## src/video_timing_pkg.sv

```systemverilog
// Scan position carried from the timing generator to the fetch and pixel stages.
// Counter widths allow up to 1024 clocks per line and 512 lines per frame.
`default_nettype none

package video_timing_pkg;

    parameter int H_CNT_W = 10;
    parameter int V_CNT_W = 9;

    typedef logic [H_CNT_W-1:0] hcount_t;
    typedef logic [V_CNT_W-1:0] vcount_t;

    typedef struct packed {
        hcount_t h;          // pixel counter incl. blanking
        vcount_t v;          // line counter incl. blanking
        logic    de;
        logic    hsync;      // already at output polarity
        logic    vsync;
        hcount_t fetch_col;  // leads the visible column by one tile
        logic    fetch_en;
        vcount_t row;        // visible line
    } scan_pos_t;

endpackage

`default_nettype wire

```

## src/tile_pkg.sv

```systemverilog
// Tile plane memory map, fetch slot encoding and pixel types.
// Map rows are 64 tiles wide regardless of the visible width.
`default_nettype none

package tile_pkg;

    parameter int VRAM_AW        = 14;
    parameter int MAP_STRIDE     = 64;    // tiles per map row
    parameter int PALETTE_BASE   = 1024;  // word VRAM
    parameter int COLOR_MAP_BASE = 2048;  // byte VRAM
    parameter int WORDS_PER_TILE = 4;     // two rows per pattern word

    typedef logic [VRAM_AW-1:0] vram_addr_t;

    // one slot per pixel clock, eight per tile
    typedef enum logic [2:0] {
        PH_MAP     = 3'd0,
        PH_PATTERN = 3'd1,
        PH_COLOR   = 3'd2,
        PH_PALETTE = 3'd3,
        PH_IDLE4   = 3'd4,
        PH_IDLE5   = 3'd5,
        PH_IDLE6   = 3'd6,
        PH_IDLE7   = 3'd7
    } fetch_phase_e;

    typedef struct packed {
        logic [2:0] r;
        logic [2:0] g;
        logic [1:0] b;
    } rgb332_t;

    // element k is pixel k of the tile
    typedef rgb332_t [7:0] tile_line_t;

endpackage

`default_nettype wire

```

## src/video_timing.sv

```systemverilog
// Free-running raster counters. Needs H_FP and V_FP of at least 1 and
// H_FP + H_SYNC + H_BP of at least 8 so the fetch window fits in blanking.
// H_RES must be a multiple of 8.
`timescale 1ns/1ps
`default_nettype none

module video_timing #(
    parameter int H_RES  = 320,
    parameter int V_RES  = 240,
    parameter int H_FP   = 23,
    parameter int H_SYNC = 28,
    parameter int H_BP   = 45,
    parameter int V_FP   = 6,
    parameter int V_SYNC = 3,
    parameter int V_BP   = 20,
    parameter bit H_POL  = 1'b0,
    parameter bit V_POL  = 1'b0
) (
    input  wire                         i_rst_n,
    input  wire                         vga_clk,
    output video_timing_pkg::scan_pos_t o_pos
);

    localparam int HS_STA    = H_FP - 1;        // first pixel is 0
    localparam int HS_END    = HS_STA + H_SYNC;
    localparam int HA_STA    = HS_END + H_BP;
    localparam int LINE      = HA_STA + H_RES;  // last pixel of the line
    localparam int VS_STA    = V_FP - 1;
    localparam int VS_END    = VS_STA + V_SYNC;
    localparam int VA_STA    = VS_END + V_BP;
    localparam int FRAME     = VA_STA + V_RES;  // last line of the frame
    localparam int FETCH_OFS = HA_STA + 1 - 8;

    video_timing_pkg::hcount_t h_nxt;
    video_timing_pkg::vcount_t v_nxt;

    function automatic video_timing_pkg::scan_pos_t make_pos(
        input video_timing_pkg::hcount_t h,
        input video_timing_pkg::vcount_t v
    );
        video_timing_pkg::scan_pos_t p;
        logic h_in_sync;
        logic v_in_sync;
        logic v_act;
        h_in_sync   = (int'(h) > HS_STA) && (int'(h) <= HS_END);
        v_in_sync   = (int'(v) > VS_STA) && (int'(v) <= VS_END);
        v_act       = int'(v) > VA_STA;
        p.h         = h;
        p.v         = v;
        p.de        = (int'(h) > HA_STA) && v_act;
        p.hsync     = H_POL ? h_in_sync : ~h_in_sync;
        p.vsync     = V_POL ? v_in_sync : ~v_in_sync;
        p.fetch_col = h - video_timing_pkg::hcount_t'(FETCH_OFS);  // wraps high before window
        p.fetch_en  = (p.fetch_col < video_timing_pkg::hcount_t'(H_RES)) && v_act;
        p.row       = v - video_timing_pkg::vcount_t'(VA_STA + 1);
        return p;
    endfunction

    always_comb begin
        h_nxt = o_pos.h + 1'b1;
        v_nxt = o_pos.v;
        if (o_pos.h == video_timing_pkg::hcount_t'(LINE)) begin
            h_nxt = '0;
            v_nxt = (o_pos.v == video_timing_pkg::vcount_t'(FRAME)) ? '0 : o_pos.v + 1'b1;
        end
    end

    always_ff @(posedge vga_clk) begin
        if (!i_rst_n) begin
            o_pos <= make_pos('0, '0);
        end else begin
            o_pos <= make_pos(h_nxt, v_nxt);
        end
    end

endmodule

`default_nettype wire

```

## src/tile_fetcher.sv

```systemverilog
// Background tile fetch, one tile per eight clocks, slots 4 to 7 idle.
// VRAM reads are synchronous: q belongs to the address of the previous clock.
// The pattern and palette addresses follow the arriving byte in the same clock.
`timescale 1ns/1ps
`default_nettype none

module tile_fetcher (
    input  wire                              vga_clk,
    input  wire                              i_rst_n,
    input  wire video_timing_pkg::scan_pos_t i_pos,
    output tile_pkg::vram_addr_t             o_vram8_addr,
    input  wire [7:0]                        i_vram8_q,
    output tile_pkg::vram_addr_t             o_vram32_addr,
    input  wire [31:0]                       i_vram32_q,
    output tile_pkg::tile_line_t             o_line,
    output logic                             o_load,
    output logic                             o_swap
);

    tile_pkg::fetch_phase_e phase;
    tile_pkg::fetch_phase_e prev_phase;
    logic                   prev_en;
    logic [7:0]             tile_q;
    logic [7:0]             color_q;
    logic [7:0]             tile_idx;
    logic [7:0]             color_idx;
    logic [15:0]            half;
    logic [15:0]            pat_nxt;
    logic [15:0]            pat_bits;   // pixel k code in bits 2k+1:2k
    tile_pkg::vram_addr_t   map_off;

    assign phase = tile_pkg::fetch_phase_e'(i_pos.fetch_col[2:0]);

    always_ff @(posedge vga_clk) begin
        if (!i_rst_n) begin
            prev_phase <= tile_pkg::PH_MAP;
            prev_en    <= 1'b0;
        end else begin
            prev_phase <= phase;   // tells which read is arriving
            prev_en    <= i_pos.fetch_en;
        end
    end

    // odd rows use the low half, both halves bit-reversed
    always_comb begin
        half = i_pos.row[0] ? i_vram32_q[15:0] : i_vram32_q[31:16];
        for (int j = 0; j < 16; j++) begin
            pat_nxt[j] = half[15-j];
        end
    end

    always_ff @(posedge vga_clk) begin
        if (prev_en) begin
            case (prev_phase)
                tile_pkg::PH_MAP:     tile_q   <= i_vram8_q;
                tile_pkg::PH_PATTERN: pat_bits <= pat_nxt;
                tile_pkg::PH_COLOR:   color_q  <= i_vram8_q;
                default: ;
            endcase
        end
    end

    // forward the byte while it is arriving
    assign tile_idx  = (prev_en && prev_phase == tile_pkg::PH_MAP) ? i_vram8_q : tile_q;
    assign color_idx = (prev_en && prev_phase == tile_pkg::PH_COLOR) ? i_vram8_q : color_q;

    assign map_off = tile_pkg::vram_addr_t'(i_pos.row[8:3])
                   * tile_pkg::vram_addr_t'(tile_pkg::MAP_STRIDE)
                   + tile_pkg::vram_addr_t'(i_pos.fetch_col[9:3]);

    always_comb begin
        o_vram8_addr  = '0;
        o_vram32_addr = '0;
        if (i_pos.fetch_en) begin
            case (phase)
                tile_pkg::PH_MAP: o_vram8_addr = map_off;
                tile_pkg::PH_PATTERN: begin
                    o_vram32_addr = tile_pkg::vram_addr_t'(tile_idx)
                                  * tile_pkg::vram_addr_t'(tile_pkg::WORDS_PER_TILE)
                                  + tile_pkg::vram_addr_t'(i_pos.row[2:1]);
                end
                tile_pkg::PH_COLOR: begin
                    o_vram8_addr = tile_pkg::vram_addr_t'(tile_pkg::COLOR_MAP_BASE) + map_off;
                end
                tile_pkg::PH_PALETTE: begin
                    o_vram32_addr = tile_pkg::vram_addr_t'(tile_pkg::PALETTE_BASE)
                                  + tile_pkg::vram_addr_t'(color_idx);
                end
                default: ;
            endcase
        end
    end

    // code 0 takes the top palette byte
    always_comb begin
        for (int k = 0; k < 8; k++) begin
            o_line[k] = tile_pkg::rgb332_t'(i_vram32_q[8*(3 - int'(pat_bits[2*k +: 2])) +: 8]);
        end
    end

    assign o_load = prev_en && (prev_phase == tile_pkg::PH_PALETTE);  // palette word in PH_IDLE4
    assign o_swap = i_pos.fetch_en && (phase == tile_pkg::PH_IDLE7);

endmodule

`default_nettype wire

```

## src/tile_line_buffer.sv

```systemverilog
// Two-stage tile buffer: next is filled while current is on screen.
// Load and swap are expected in different clocks.
`timescale 1ns/1ps
`default_nettype none

module tile_line_buffer (
    input  wire                       vga_clk,
    input  wire                       i_rst_n,
    input  wire tile_pkg::tile_line_t i_line,
    input  wire                       i_load,
    input  wire                       i_swap,
    output tile_pkg::tile_line_t      o_cur
);

    tile_pkg::tile_line_t next_line;
    tile_pkg::tile_line_t cur_line;

    always_ff @(posedge vga_clk) begin
        if (!i_rst_n) begin
            next_line <= '0;
            cur_line  <= '0;
        end else begin
            if (i_load) begin
                next_line <= i_line;
            end
            if (i_swap) begin
                cur_line <= next_line;  // visible from the next clock
            end
        end
    end

    assign o_cur = cur_line;

endmodule

`default_nettype wire

```

## src/pixel_out.sv

```systemverilog
// Output stage. Colour and syncs leave one clock after the scan position.
`timescale 1ns/1ps
`default_nettype none

module pixel_out #(
    parameter bit H_POL = 1'b0,
    parameter bit V_POL = 1'b0
) (
    input  wire                              vga_clk,
    input  wire                              i_rst_n,
    input  wire video_timing_pkg::scan_pos_t i_pos,
    input  wire tile_pkg::tile_line_t        i_cur,
    output logic                             o_hsync,
    output logic                             o_vsync,
    output logic                             o_de,
    output tile_pkg::rgb332_t                o_rgb
);

    tile_pkg::rgb332_t pix;

    // fetch_col mod 8 equals visible column mod 8
    assign pix = i_pos.de ? i_cur[i_pos.fetch_col[2:0]] : '0;

    always_ff @(posedge vga_clk) begin
        if (!i_rst_n) begin
            o_hsync <= ~H_POL;
            o_vsync <= ~V_POL;
            o_de    <= 1'b0;
            o_rgb   <= '0;
        end else begin
            o_hsync <= i_pos.hsync;
            o_vsync <= i_pos.vsync;
            o_de    <= i_pos.de;
            o_rgb   <= pix;
        end
    end

endmodule

`default_nettype wire

```

## src/tile_renderer_top.sv

```systemverilog
// Background tile renderer with its own VGA timing.
// Both VRAMs are external with one clock read latency. H_RES multiple of 8.
`timescale 1ns/1ps
`default_nettype none

module tile_renderer_top #(
    parameter int H_RES  = 320,
    parameter int V_RES  = 240,
    parameter int H_FP   = 23,
    parameter int H_SYNC = 28,
    parameter int H_BP   = 45,
    parameter int V_FP   = 6,
    parameter int V_SYNC = 3,
    parameter int V_BP   = 20,
    parameter bit H_POL  = 1'b0,   // 0 active low
    parameter bit V_POL  = 1'b0
) (
    input  wire                  vga_clk,
    input  wire                  i_rst_n,
    output logic                 o_hsync,
    output logic                 o_vsync,
    output logic                 o_de,
    output tile_pkg::rgb332_t    o_rgb,
    output tile_pkg::vram_addr_t o_vram8_addr,
    input  wire [7:0]            i_vram8_q,
    output tile_pkg::vram_addr_t o_vram32_addr,
    input  wire [31:0]           i_vram32_q
);

    video_timing_pkg::scan_pos_t pos;
    tile_pkg::tile_line_t        fetched_line;
    tile_pkg::tile_line_t        cur_line;
    logic                        load;
    logic                        swap;

    video_timing #(
        .H_RES  (H_RES),
        .V_RES  (V_RES),
        .H_FP   (H_FP),
        .H_SYNC (H_SYNC),
        .H_BP   (H_BP),
        .V_FP   (V_FP),
        .V_SYNC (V_SYNC),
        .V_BP   (V_BP),
        .H_POL  (H_POL),
        .V_POL  (V_POL)
    ) u_timing (
        .i_rst_n (i_rst_n),
        .vga_clk (vga_clk),
        .o_pos   (pos)
    );

    tile_fetcher u_fetcher (
        .vga_clk       (vga_clk),
        .i_rst_n       (i_rst_n),
        .i_pos         (pos),
        .o_vram8_addr  (o_vram8_addr),
        .i_vram8_q     (i_vram8_q),
        .o_vram32_addr (o_vram32_addr),
        .i_vram32_q    (i_vram32_q),
        .o_line        (fetched_line),
        .o_load        (load),
        .o_swap        (swap)
    );

    tile_line_buffer u_buffer (
        .vga_clk (vga_clk),
        .i_rst_n (i_rst_n),
        .i_line  (fetched_line),
        .i_load  (load),
        .i_swap  (swap),
        .o_cur   (cur_line)
    );

    pixel_out #(
        .H_POL (H_POL),
        .V_POL (V_POL)
    ) u_pixel (
        .vga_clk (vga_clk),
        .i_rst_n (i_rst_n),
        .i_pos   (pos),
        .i_cur   (cur_line),
        .o_hsync (o_hsync),
        .o_vsync (o_vsync),
        .o_de    (o_de),
        .o_rgb   (o_rgb)
    );

endmodule

`default_nettype wire

```

## config.mk

```make
export PLATFORM = sky130hd
export DESIGN_NAME = tile_renderer_top
export DESIGN_NICKNAME = d
export VERILOG_FILES = /design/src/video_timing_pkg.sv /design/src/tile_pkg.sv /design/src/video_timing.sv /design/src/tile_fetcher.sv /design/src/tile_line_buffer.sv /design/src/pixel_out.sv /design/src/tile_renderer_top.sv
export SDC_FILE = /design/constraint.sdc
export NUM_CORES = 1
export LEC_CHECK = 0
export ABC_AREA = 0
export CAP_MARGIN = 0
export CORE_MARGIN = 2
export CORE_UTILIZATION = 40
export CTS_CLUSTER_SIZE = 30
export DETAILED_ROUTE_END_ITERATION = 8
export DONT_BUFFER_PORTS = 1
export SLEW_MARGIN = 40
export SYNTH_ARGS = -nofsm -noshare
export SYNTH_HDL_FRONTEND = slang
export SYNTH_HIERARCHICAL = 1
export SYNTH_SLANG_ARGS = --single-unit
```

## constraint.sdc

```tcl
create_clock -name vga_clk -period 7.2 [get_ports vga_clk]
set_input_delay 1.08 -clock vga_clk [delete_from_list [all_inputs] [get_ports vga_clk]]
set_output_delay 1.08 -clock vga_clk [all_outputs]
set_load 0.005 [all_outputs]
```

* Word level (Yosys, flattened, before mapping)
Index checks and enable logic that the tools add are counted.
** Cells by class
- Add/subtract/negate cells :: 16
- Multipliers :: 0
- Divide/modulo/power cells :: 0
- Order comparisons :: 8
- Equality and inequality tests :: 9
- Shift-type cells :: 8
- Muxes and demuxes :: 12
- Bitwise gates (word level) :: 2
- Reduce and logical (&&, ||, !) cells :: 14
** Operators with widths (number)
- 32-bit by 32-bit variable part select with 8-bit output :: 8
- 14-bit one-hot mux with 2 select lines :: 2
- 14-bit two-way mux :: 2
- 8-bit binary-select mux with 3-bit select :: 1
- 8-bit two-way mux :: 3
- 2-bit by 2-bit subtractor with 3-bit output, first input constant :: 8
- 9-bit two-way mux :: 2
- 16-bit two-way mux :: 1
- 12-bit by 14-bit adder with 14-bit output, first input constant :: 1
- 12-bit by 7-bit adder with 13-bit output :: 1
- 11-bit by 8-bit adder with 12-bit output, first input constant :: 1
- 3-bit by 2-bit equality test with 1-bit output, second input constant :: 4
- 10-bit by 2-bit adder with 11-bit output :: 1
- 10-bit by 1-bit adder with 10-bit output, second input constant :: 1
- 10-bit by 9-bit equality test with 1-bit output, second input constant :: 1
- 10-bit by 5-bit > comparator with 1-bit output, second input constant :: 1
- 10-bit by 7-bit > comparator with 1-bit output, second input constant :: 1
- 10-bit by 6-bit <= comparator with 1-bit output, second input constant :: 1
- 10-bit by 9-bit < comparator with 1-bit output, second input constant :: 1
- 10-bit two-way mux :: 1
- 10-bit by 7-bit subtractor with 10-bit output, second input constant :: 1
- 9-bit by 1-bit adder with 9-bit output, second input constant :: 1
- 9-bit equality test, second input constant :: 1
- 9-bit by 3-bit > comparator with 1-bit output, second input constant :: 1
- other kinds (10) :: 23
** Storage, ports and cells
- Flip-flop bits (word level) :: 217
- Latch bits :: 0
- Memory bits (writable) :: 0
- Memory bits (read-only) :: 0
- Input bits :: 42
- Output and inout port bits :: 39
- Word-level logic and storage cells :: 136
- Memories :: 0

* Logic depth before layout (Yosys ltp)
Gate-level depths: netlist of the first run.
- Depth in word-level cells :: 6
- Mapped depth :: 11
- Depth with buffers taken out :: 11

* Cells and area by module
The synthesis of the first run kept the hierarchy.
** Modules (own cells, without submodules)
- tile_line_buffer :: times used 1, cells an instance 412, area each 4902.2 um^2, sequential area each 2562.5 um^2
- tile_fetcher :: times used 1, cells an instance 222, area each 3404.5 um^2, sequential area each 1041.0 um^2
- video_timing :: times used 1, cells an instance 264, area each 2319.7 um^2, sequential area each 780.7 um^2
- pixel_out :: times used 1, cells an instance 82, area each 827.0 um^2, sequential area each 220.2 um^2

* Worst setup path before layout of the first run
Ideal clock, no wire load.
- Path kind :: flip-flop to flip-flop
- Start :: register u_timing/o_pos[32] (netlist name)
- End :: register u_timing/o_pos[9] (netlist name)
- Library setup time :: 0.087 ns
- Arrival :: 2.643 ns
- Required time :: 7.113 ns
- Path slack :: 4.470 ns
- Cell stages (with the launch flop) :: 10
- Buffers on the path :: 0
- Period minus slack after synthesis :: 2.730 ns
- Cell sequence :: dfxtp_1 > ha_1 > nand4_4 > nor3_4 > nor2_1 > ha_1 > nor4_1 > o32ai_1 > mux2i_1 > nor4b_2
** On the way
- Cells in the longest elaborated chain, start to end :: 5
- Elaborated cells on any way between the ends :: 8
- Those cells by class :: add/sub (2); order compare (2); eq/ne (1); mux (2); reduce/logical (1)
** Ends and longest elaborated chain
- from (decl) :: line video_timing.sv:21 : output video_timing_pkg::scan_pos_t o_pos
- from (signal assigned) :: line video_timing.sv:70 : o_pos <= make_pos('0, '0);
- from (signal assigned) :: line video_timing.sv:72 : o_pos <= make_pos(h_nxt, v_nxt);
- 10-bit by 1-bit adder with 10-bit output / 10-bit by 9-bit equality test with 1-bit output (equally long branches) :: line video_timing.sv:60, video_timing.sv:62
- 10-bit two-way mux * :: line video_timing.sv:62 : if (o_pos.h == video_timing_pkg::hcount_t'(LINE)) begin
- via u_timing.h_nxt[3] :: line video_timing.sv:34 : video_timing_pkg::hcount_t h_nxt;
- 10-bit by 7-bit subtractor with 10-bit output * :: line video_timing.sv:53 : p.fetch_col = h - video_timing_pkg::hcount_t'(FETCH_OFS);
- 10-bit by 9-bit < comparator with 1-bit output * :: line video_timing.sv:54 : p.fetch_en = (p.fetch_col < video_timing_pkg::hcount_t'(H_RES)) && v_act;
- 1-bit logical AND * :: line video_timing.sv:54
The timed path passes the listed nets; every way through them passes the cells marked *.
A chain may end at the register's enable or synchronous reset.

* Final worst setup path of the first run
Ends and elaborated chain as after synthesis.

==> results of run 1 <==
==> flip-flops by register name, summed over array words and instances (netlist names) <==
register / count
u_fetcher/tile_q: 8
u_buffer/next_line: 64
u_fetcher/prev_phase: 3
u_pixel/o_de: 1
u_buffer/o_cur: 64
u_timing/o_pos: 39
u_fetcher/prev_en: 1
u_pixel/o_rgb: 8
u_fetcher/pat_bits: 16
u_fetcher/color_q: 8
u_pixel/o_vsync: 1
u_pixel/o_hsync: 1
==> critical path, cell delays in order (launching register included) <==
cell and delay, ps:
dfxtp_1 660, ha_1 400, nand4_4 240, nor3_4 440, nor2_1 120, ha_1 280, nor4_1 390, o32ai_1 150
mux2i_1 160, nor4b_2 250
==> where the power goes <==
part,total (µW),leakage [µW],switching (µW),internal (µW)
registers,1220,0.00175,5.37,1210
logic,101,0.00167,41.8,59.1
clock network,1270,0.000411,503,764
total,2590,0.00384,550,2040
==> final cells by class <==
type                    count  area (µm²)  area share
multi-input cells         675        6240       0.508
flip-flops and latches    214        4610       0.375
clock buffers              39         761      0.0620
well taps                 378         473      0.0385
clock inverters             9        75.1     0.00612
repair buffers              8        63.8     0.00520
inverters                  15        56.3     0.00459
diodes                      1        2.50    0.000204
==> layout by cell type, fill, tap and decap left out, types with 8 or more instances in the layout <==
master,n
dfxtp_1,181
nand4_1,11
nand3_1,13
clkbuf_1,8
nor2b_1,132
and2_1,27
clkbuf_16,27
a22oi_1,16
and3_1,13
o21ai_0,14
mux2i_1,180
inv_1,13
edfxtp_1,32
a21oi_1,12
mux2_2,16
nor2_1,31
mux4_2,64
xnor2_1,13
nand2_1,22
ha_1,13
==> final timing paths <==
| kind | startpoint | end | slack (ps) | depth (start not counted) |
|---|---|---|---|---|
| worst max-delay path | u_timing/o_pos[32]$_SDFF_PN0_ | u_timing/o_pos[9]$_SDFF_PN0_ | 4000 | 9 |
| worst min-delay path | u_timing/o_pos[20]$_SDFF_PN1_ | u_pixel/o_vsync$_SDFF_PN1_ | 410 | 1 |
| worst max register to register | u_timing/o_pos[32]$_SDFF_PN0_ | u_timing/o_pos[9]$_SDFF_PN0_ | 4000 | 9 |
| worst min register to register | u_timing/o_pos[20]$_SDFF_PN1_ | u_pixel/o_vsync$_SDFF_PN1_ | 410 | 1 |
==> routing by layer <==
metal	global-route usage	wire length [µm]	share of wire	up-vias
li1	-	-	-	3489
met3	0.0363	1500	0.057	38
met5	0	0	0	-
met2	0.266	11900	0.45	184
met4	0.0420	571	0.021	0
met1	0.254	12600	0.48	3655
==> metrics by stage <==
step                       util  total power (µW)  hold WS (ps)
final                     0.439              2590           410
after detailed placement  0.409              1350           397
after global routing      0.439              2680           433
after CTS                 0.439              2630           412
after global placement    0.409              1350           392
after floorplan               -              1340           386
==> out/qor.yml, run 1 <==
run_status:
  status: "finished clean"
placed_design:
  gp_congestion: 0.813
  placedCellCount: 1290
  numPortBuffers: 0
  dpl_worst_slack_ps: 4060
  place_hpwl_um: 16500
  place_area_um2: 11400
logic_synthesis:
  avgSynthCellArea_um2: 11.7
  syn_area_um2: 11400
  synthCells: 977
  synth_warnings: 6
route:
  via_per_inst: 5.50
  wirelength_um: 26600
  drtIter0Drc: 599
  num_vias: 7366
  dr.pass1.iters: 5
  ant_nets: 0
  route.detailed.wl_per_inst_um: 19.8
  route.detailed.drc: 0
clock_tree:
  cts_hold_buf: 0
  clkTransAtPathRegs_ps: 60
  post_cts_buffers: 0
  cts-root-buf: "clkbuf_16"
  clockBufferDepth: 3
  cts_made_buffers: 26
  clock_latency_ps: 520
  tritoncts: "built"
  cts_resized: 0
  clock_sinks: 214
  htree_num_levels: 1
timing:
  setup_slack_ps: 4000
  max_freq_ghz: 0.313
  tns_ps: 0
  slew_headroom: 0.450
  rsz0062_at_grt: "no"
  fin_crit_sh: 0.444
  hold_viol_final: 0
  tightest_slew_ps: 826
  setup_violations: 0
  fin_skew_ps: 8.78
  period_needed_ps: 3200
  slew_violations: 0
worst_setup_path:
  cp.arrival_ps: 3630
  start_kind: "flip-flop"
  endpoint_kind: "flip-flop"
  cp.required_ps: 7630
  cp_max_fo: 18
  criticalPathCategory: "reg -> reg"
power:
  p_leak_uw: 0.00384
  power.density_nw_per_um2: 211
  ir_worst_vdd_uv: 159
floorplan:
  core-area_um2: 27900
  die_h_um: 173
  core.rowCount: 61
  ios: 81
  start_util: 0.409
  die_area_um2: 29900
  die_w_um: 173
layout:
  fin_nets: 995
  fillers: 2626
  area_growth_pct: 7.37
  fin_area_um2: 12300
  finalNonFillerCells: 1339
  drive_above_1_share: 0.158
global_route:
  grt_overflow_total: 0
  grt_pass1_vias: 7105
  grt_first_pass_wirelength_um: 42200
  grt_start_max_net_pins: 156
  grt_antenna_before_repair: 0
  track_usage: 0.175
hold_path:
  hold_path_class: "reg -> reg"
run:
  maxCapViolations: 0
Note: power is estimated with default switching activity, not from simulation.
==> inputs of run 2 (changes only) <==
Clock period 7.2 ns to 2.7 ns, I/O delays scaled along.
==> run 2 against run 1 <==
Compared with the run above: sequential share of layout area shrank 0.73 points; via count about the same; first-iteration DRC count decreased by 13%; final cell count rose by 1.6%; wire length is 0.37% higher; clock power rose to 2.6 times the previous value; core utilization grew 0.89 points; global-route usage shrank 0.23 points; die area did not move; clock-buffer cell count decreased by 3; critical path depth unchanged; sequential power rose to 2.7 times the previous value; critical endpoint is now u_timing/o_pos[20]$_SDFF_PN1_; highest routed layer unchanged.
==> out/qor.yml, run 2 (synthesis results as in run 1) <==
run_status:
  status: "finished clean"
global_route:
  grt_antenna_before_repair: 0
  grt_start_max_net_pins: 149
  grt_pass1_vias: 7063
  grt_first_pass_wirelength_um: 41400
  track_usage: 0.172
  grt_overflow_total: 0
timing:
  slew_headroom: 0.555
  hold_viol_final: 0
  rsz0062_at_grt: "no"
  max_freq_ghz: 0.402
  fin_crit_sh: 0.921
  tightest_slew_ps: 667
  period_needed_ps: 2490
  fin_skew_ps: 18.5
  hold_ws_ps: 23.1
  tns_ps: 0
  slew_violations: 0
  setup_violations: 0
layout:
  diodes: 0
  area_growth_pct: 9.54
  mostFrequentLayoutCells: "180 x mux2i_1, 179 x dfxtp_1, 132 x nor2b_1"
  fin_nets: 1019
  layout_commonest_cell: "mux2i_1"
  drive_above_1_share: 0.176
  fin_area_um2: 12500
floorplan:
  ios: 81
  core-area_um2: 27900
  core.rowCount: 61
  die_h_um: 173
  die_w_um: 173
  die_area_um2: 29900
  start_util: 0.409
worst_setup_path:
  start_kind: "flip-flop"
  cp_max_fo: 9
  rrSetupSlack_ps: 210
  endpoint_kind: "flip-flop"
  cp.required_ps: 3100
  criticalPathCategory: "reg -> reg"
  cp.arrival_ps: 2890
power:
  power.density_nw_per_um2: 547
  ir_worst_vdd_uv: 435
  power.total_uw: 6840
  p_leak_uw: 0.00396
route:
  route.detailed.drc: 0
  ant_nets: 0
  route.met2.wl_um: 12400
  route.detailed.wl_per_inst_um: 19.6
  drtIter0Drc: 524
  num_vias: 7371
  dr.pass1.iters: 5
  via_per_inst: 5.42
  wl_met3_um: 1450
  wirelength_um: 26700
  routed.top_layer: "met4"
  wirelength_met1_um: 12200
clock_tree:
  clock_sinks: 214
  clkTransAtPathRegs_ps: 60
  htree_num_levels: 1
  clockBufferDepth: 3
  post_cts_buffers: 0
  tritoncts: "built"
  cts-root-buf: "clkbuf_16"
  clock_latency_ps: 530
  cts_made_buffers: 26
hold_path:
  hold_path_class: "in -> reg"
placed_design:
  place_area_um2: 11600
  gp_congestion: 0.823
  numPortBuffers: 0
  place_hpwl_um: 17000
run:
  maxCapViolations: 0
==> run 2: cell types whose count changed in the layout (fill, tap and decap cells not counted), sizes merged <==
cell         delta
clkbuf          -3
inv             +1
buf            +15
diode           -1
bufinv          -1
dlygate4sd3     +9
clkinv          +1
clkinvlp        +1
==> run 2: layout make-up <==
cell class                 instances  area, µm²
sequential                       214       4610
multi-input combinational        675       6240
clock buffer                      36        754
fill                            2628      15400
clock inverter                    11       71.3
inverter                          15       56.3
tap                              378        473
timing repair buffer              32        317
==> run 2: layer usage <==
metal | GRT usage | vias to the layer above
li1 | - | 3540
met1 | 0.241 | 3616
met5 | 0 | -
met2 | 0.275 | 175
met4 | 0.0459 | 0
met3 | 0.0319 | 40
==> run 2: where the power goes <==
group | switching, µW | leakage [µW] | internal, µW
combinational | 121 | 0.00180 | 170
sequential | 10.3 | 0.00175 | 3240
clock | 1350 | 0.000407 | 1960
==> run 2: through the flow <==
step | std cells | util | worst slack, ps
after floorplan | 979 | - | 36.7
after global placement | 1305 | 0.415 | 243
after detailed placement | 1305 | 0.415 | 241
after CTS | 1361 | 0.448 | 10.0
after global routing | 1361 | 0.448 | 37.1
final | 1361 | 0.448 | 212
==> run 2: worst max-delay path: stages (launching register included) <==
cell and delay, ps:
dfxtp_2 390, ha_1 330, and4_1 310, nand3_4 170, a21oi_1 310, inv_1 100, ha_1 220, a211oi_1 240
nand4_1 130, o21bai_1 180
==> run 2: final timing paths <==
| path | end | startpoint | cells past startpoint |
|---|---|---|---|
| worst max-delay path | u_timing/o_pos[20]$_SDFF_PN1_ | u_timing/o_pos[33]$_SDFF_PN0_ | 9 |
| worst min-delay path | u_timing/o_pos[40]$_SDFF_PN0_ | i_rst_n | 1 |
| worst max register to register | u_timing/o_pos[20]$_SDFF_PN1_ | u_timing/o_pos[33]$_SDFF_PN0_ | 9 |
| worst min register to register | u_pixel/o_vsync$_SDFF_PN1_ | u_timing/o_pos[20]$_SDFF_PN1_ | 1 |
==> run 2: timing repair <==
item,4_1_cts,5_1_grt
hold buffers,9,0
gates resized for setup,0,3
endpoints found under the setup margin,0,6
hold endpoints to repair,24,0
==> inputs of run 3 (changes only) <==
Settings changed: SYNTH_HIERARCHICAL 1 to not set.
==> run 3 against run 2 <==
Compared with the run above: synthesized cell count increased by 12%; highest routed layer unchanged; die area decreased by 7.9%; register-to-register slack got worse by 40 ps; global-route usage increased by 0.98 points; critical endpoint is now o_vram8_addr[12].
==> out/qor.yml, run 3 <==
timing:
  setup_violations: 0
  period_needed_ps: 2550
  fin_skew_ps: 24.3
  tightest_slew_ps: 674
  hold_ws_ps: 47.3
  slew_violations: 0
  fin_crit_sh: 0.945
  hold_viol_final: 0
  slew_headroom: 0.551
  rsz0062_at_grt: "no"
  max_freq_ghz: 0.392
floorplan:
  core-area_um2: 25900
  die_area_um2: 27600
  core.rowCount: 59
  start_util: 0.406
  ios: 81
  die_h_um: 166
  die_w_um: 166
global_route:
  gr-usage-met2: 0.279
  grt_overflow_total: 0
  track_usage: 0.182
  grt_antenna_before_repair: 0
  grt_pass1_vias: 7538
  use_met3: 0.0338
  grt_start_max_net_pins: 84
  grt.busiest_layer: "met2"
  grt_first_pass_wirelength_um: 41200
  use_met1: 0.264
clock_tree:
  cts-root-buf: "clkbuf_16"
  post_cts_buffers: 0
  clock_latency_ps: 540
  clock_sinks: 214
  clockBufferDepth: 3
  clkTransAtPathRegs_ps: 60
  cts_made_buffers: 25
  tritoncts: "built"
  htree_num_levels: 1
worst_setup_path:
  cp_max_fo: 3
  max_stage_delay_ps: 340
  cp.required_ps: 2300
  r2r.worst_path.cells: 10
  cp.arrival_ps: 2150
  cp-startpoint: "u_timing.o_pos[19]$_SDFF_PN1_"
  start_kind: "flip-flop"
  crit_path_cell_trace: "ha_1 -> ha_1 -> nand3_1 -> nor2_4 -> ha_1 -> a22oi_2 -> nor3_2"
  cp_slowest_cell: "dfxtp_1"
  crit_path_end: "o_vram8_addr[12]"
  r2r_end: "u_timing.o_pos[22]$_SDFF_PN0_"
  rrSetupSlack_ps: 170
  reg2reg_from: "u_timing.o_pos[11]$_SDFF_PN0_"
  path_common_cell: "ha_1"
  criticalPathCategory: "reg -> out"
  endpoint_kind: "output pin"
layout:
  drive_above_1_share: 0.184
  diodes: 0
  fillers: 2472
  layout_commonest_cell: "nand2_1"
  fin_nets: 1146
  multiInputGateArea_um2: 5610
  seqCellArea_um2: 4610
  finalNonFillerCells: 1442
  mostFrequentLayoutCells: "298 x nand2_1, 181 x dfxtp_1, 153 x a21oi_1"
  area_growth_pct: 13.2
route:
  via_per_inst: 5.41
  num_vias: 7798
  ant_nets: 0
  route.detailed.wl_per_inst_um: 17.8
  dr.pass1.iters: 4
  wirelength_um: 25600
  drtIter0Drc: 544
  route.detailed.drc: 0
logic_synthesis:
  synth_most_common_cell: "nand2_1"
  async_reset_ff_frac: 0
  syn_area_um2: 10500
  yosysTopAreaCell: "dfxtp_1"
  synth-seq-cells: 214
  synth_edf_count: 32
  synth_area_leaders: "dfxtp_1 35%, mux4_2 17%, nand2_1 11%"
  synth_warnings: 0
  synth_top_area_share: 0.347
  avgSynthCellArea_um2: 9.61
  yosysSeqAreaShare: 0.438
  ys_types: 61
  synthFlopType: "dfxtp_1"
  synthCells: 1093
  synth_common_cells: "299 x nand2_1, 182 x dfxtp_1, 153 x a21oi_1"
run_status:
  status: "finished clean"
placed_design:
  place_hpwl_um: 17200
  gp_congestion: 0.844
  numPortBuffers: 0
  placedCellCount: 1387
power:
  p_leak_uw: 0.00393
  power.total_uw: 6650
  power.density_nw_per_um2: 559
  ir_worst_vdd_uv: 397
run:
  maxCapViolations: 0
hold_path:
  hold_path_class: "in -> reg"
## run 3: routing by layer
metal | vias to the layer above | wire length (µm)
met5 | - | 0
met4 | 0 | 671
met3 | 53 | 1500
met2 | 221 | 11600
met1 | 3672 | 11900
li1 | 3852 | -
## run 3: cells by family (layout without fill, tap and decap cells)
family	count (synthesis)	after routing	share of synthesized area
AOI/OAI and AO/OA	203	203	0.110
xor gates and xnor gates	18	18	0.0150
adders and majority gates	14	14	0.0167
buffers and inverters	94	106	0.0357
DFF	214	214	0.438
muxes	116	116	0.209
other	1	3	0.000357
and+or+nand+nor	433	433	0.176
## run 3: how the worst min path moves through the flow
stage	depth (start not counted)	endpoint	startpoint	slack [ps]
after floorplan	1	u_pixel.o_hsync$_SDFF_PN1_	u_timing.o_pos[21]$_SDFF_PN1_	390
after global placement	1	u_pixel.o_hsync$_SDFF_PN1_	u_timing.o_pos[21]$_SDFF_PN1_	410
after detailed placement	1	u_pixel.o_hsync$_SDFF_PN1_	u_timing.o_pos[21]$_SDFF_PN1_	400
after CTS	1	u_timing.o_pos[30]$_SDFF_PN0_	i_rst_n	30
after global routing	1	u_timing.o_pos[31]$_SDFF_PN0_	i_rst_n	40
final	1	u_timing.o_pos[36]$_SDFF_PN0_	i_rst_n	50
## run 3: timing repair
item | 4_1_cts | 5_1_grt
pin swaps | 0 | 1
gates cloned | 0 | 1
gates resized for setup | 7 | 11
hold buffers | 10 | 0
endpoints found under the setup margin | 14 | 20
hold endpoints to repair | 28 | 0
## run 3: cell type report
| class | count | share of cell area |
|---|---|---|
| Timing Repair Buffer | 48 | 0.0381 |
| Clock inverter | 7 | 0.00431 |
| Sequential cell | 214 | 0.387 |
| Clock buffer | 37 | 0.0589 |
| Multi-Input combinational cell | 787 | 0.472 |
| Inverter | 14 | 0.00494 |
| Tap cell | 335 | 0.0352 |
## run 3: metrics by stage
step | cell area (µm²) | TNS [ps] | setup WS, ps | util
finish | 11900 | 0 | 150 | 0.459
global route | 11900 | 0 | 8.11 | 0.459
CTS | 11800 | 0 | 13.3 | 0.456
detailed placement | 11000 | 0 | 131 | 0.423
global placement | 11000 | 0 | 217 | 0.423
floorplan | 10500 | -20.7 | -20.7 | -
## run 3: power breakdown
part,switching [µW],internal (µW)
Sequential,5.69,3240
Clock,1320,1800
Combinational,142,145
Total,1470,5180
## run 3: critical path: cells and delay by family (launching register included)
kind | cells | cell delay [ps]
adders and majority gates | 3 | 650
DFF | 1 | 340
and+or+nand+nor | 3 | 440
AOI/OAI and AO/OA | 1 | 200
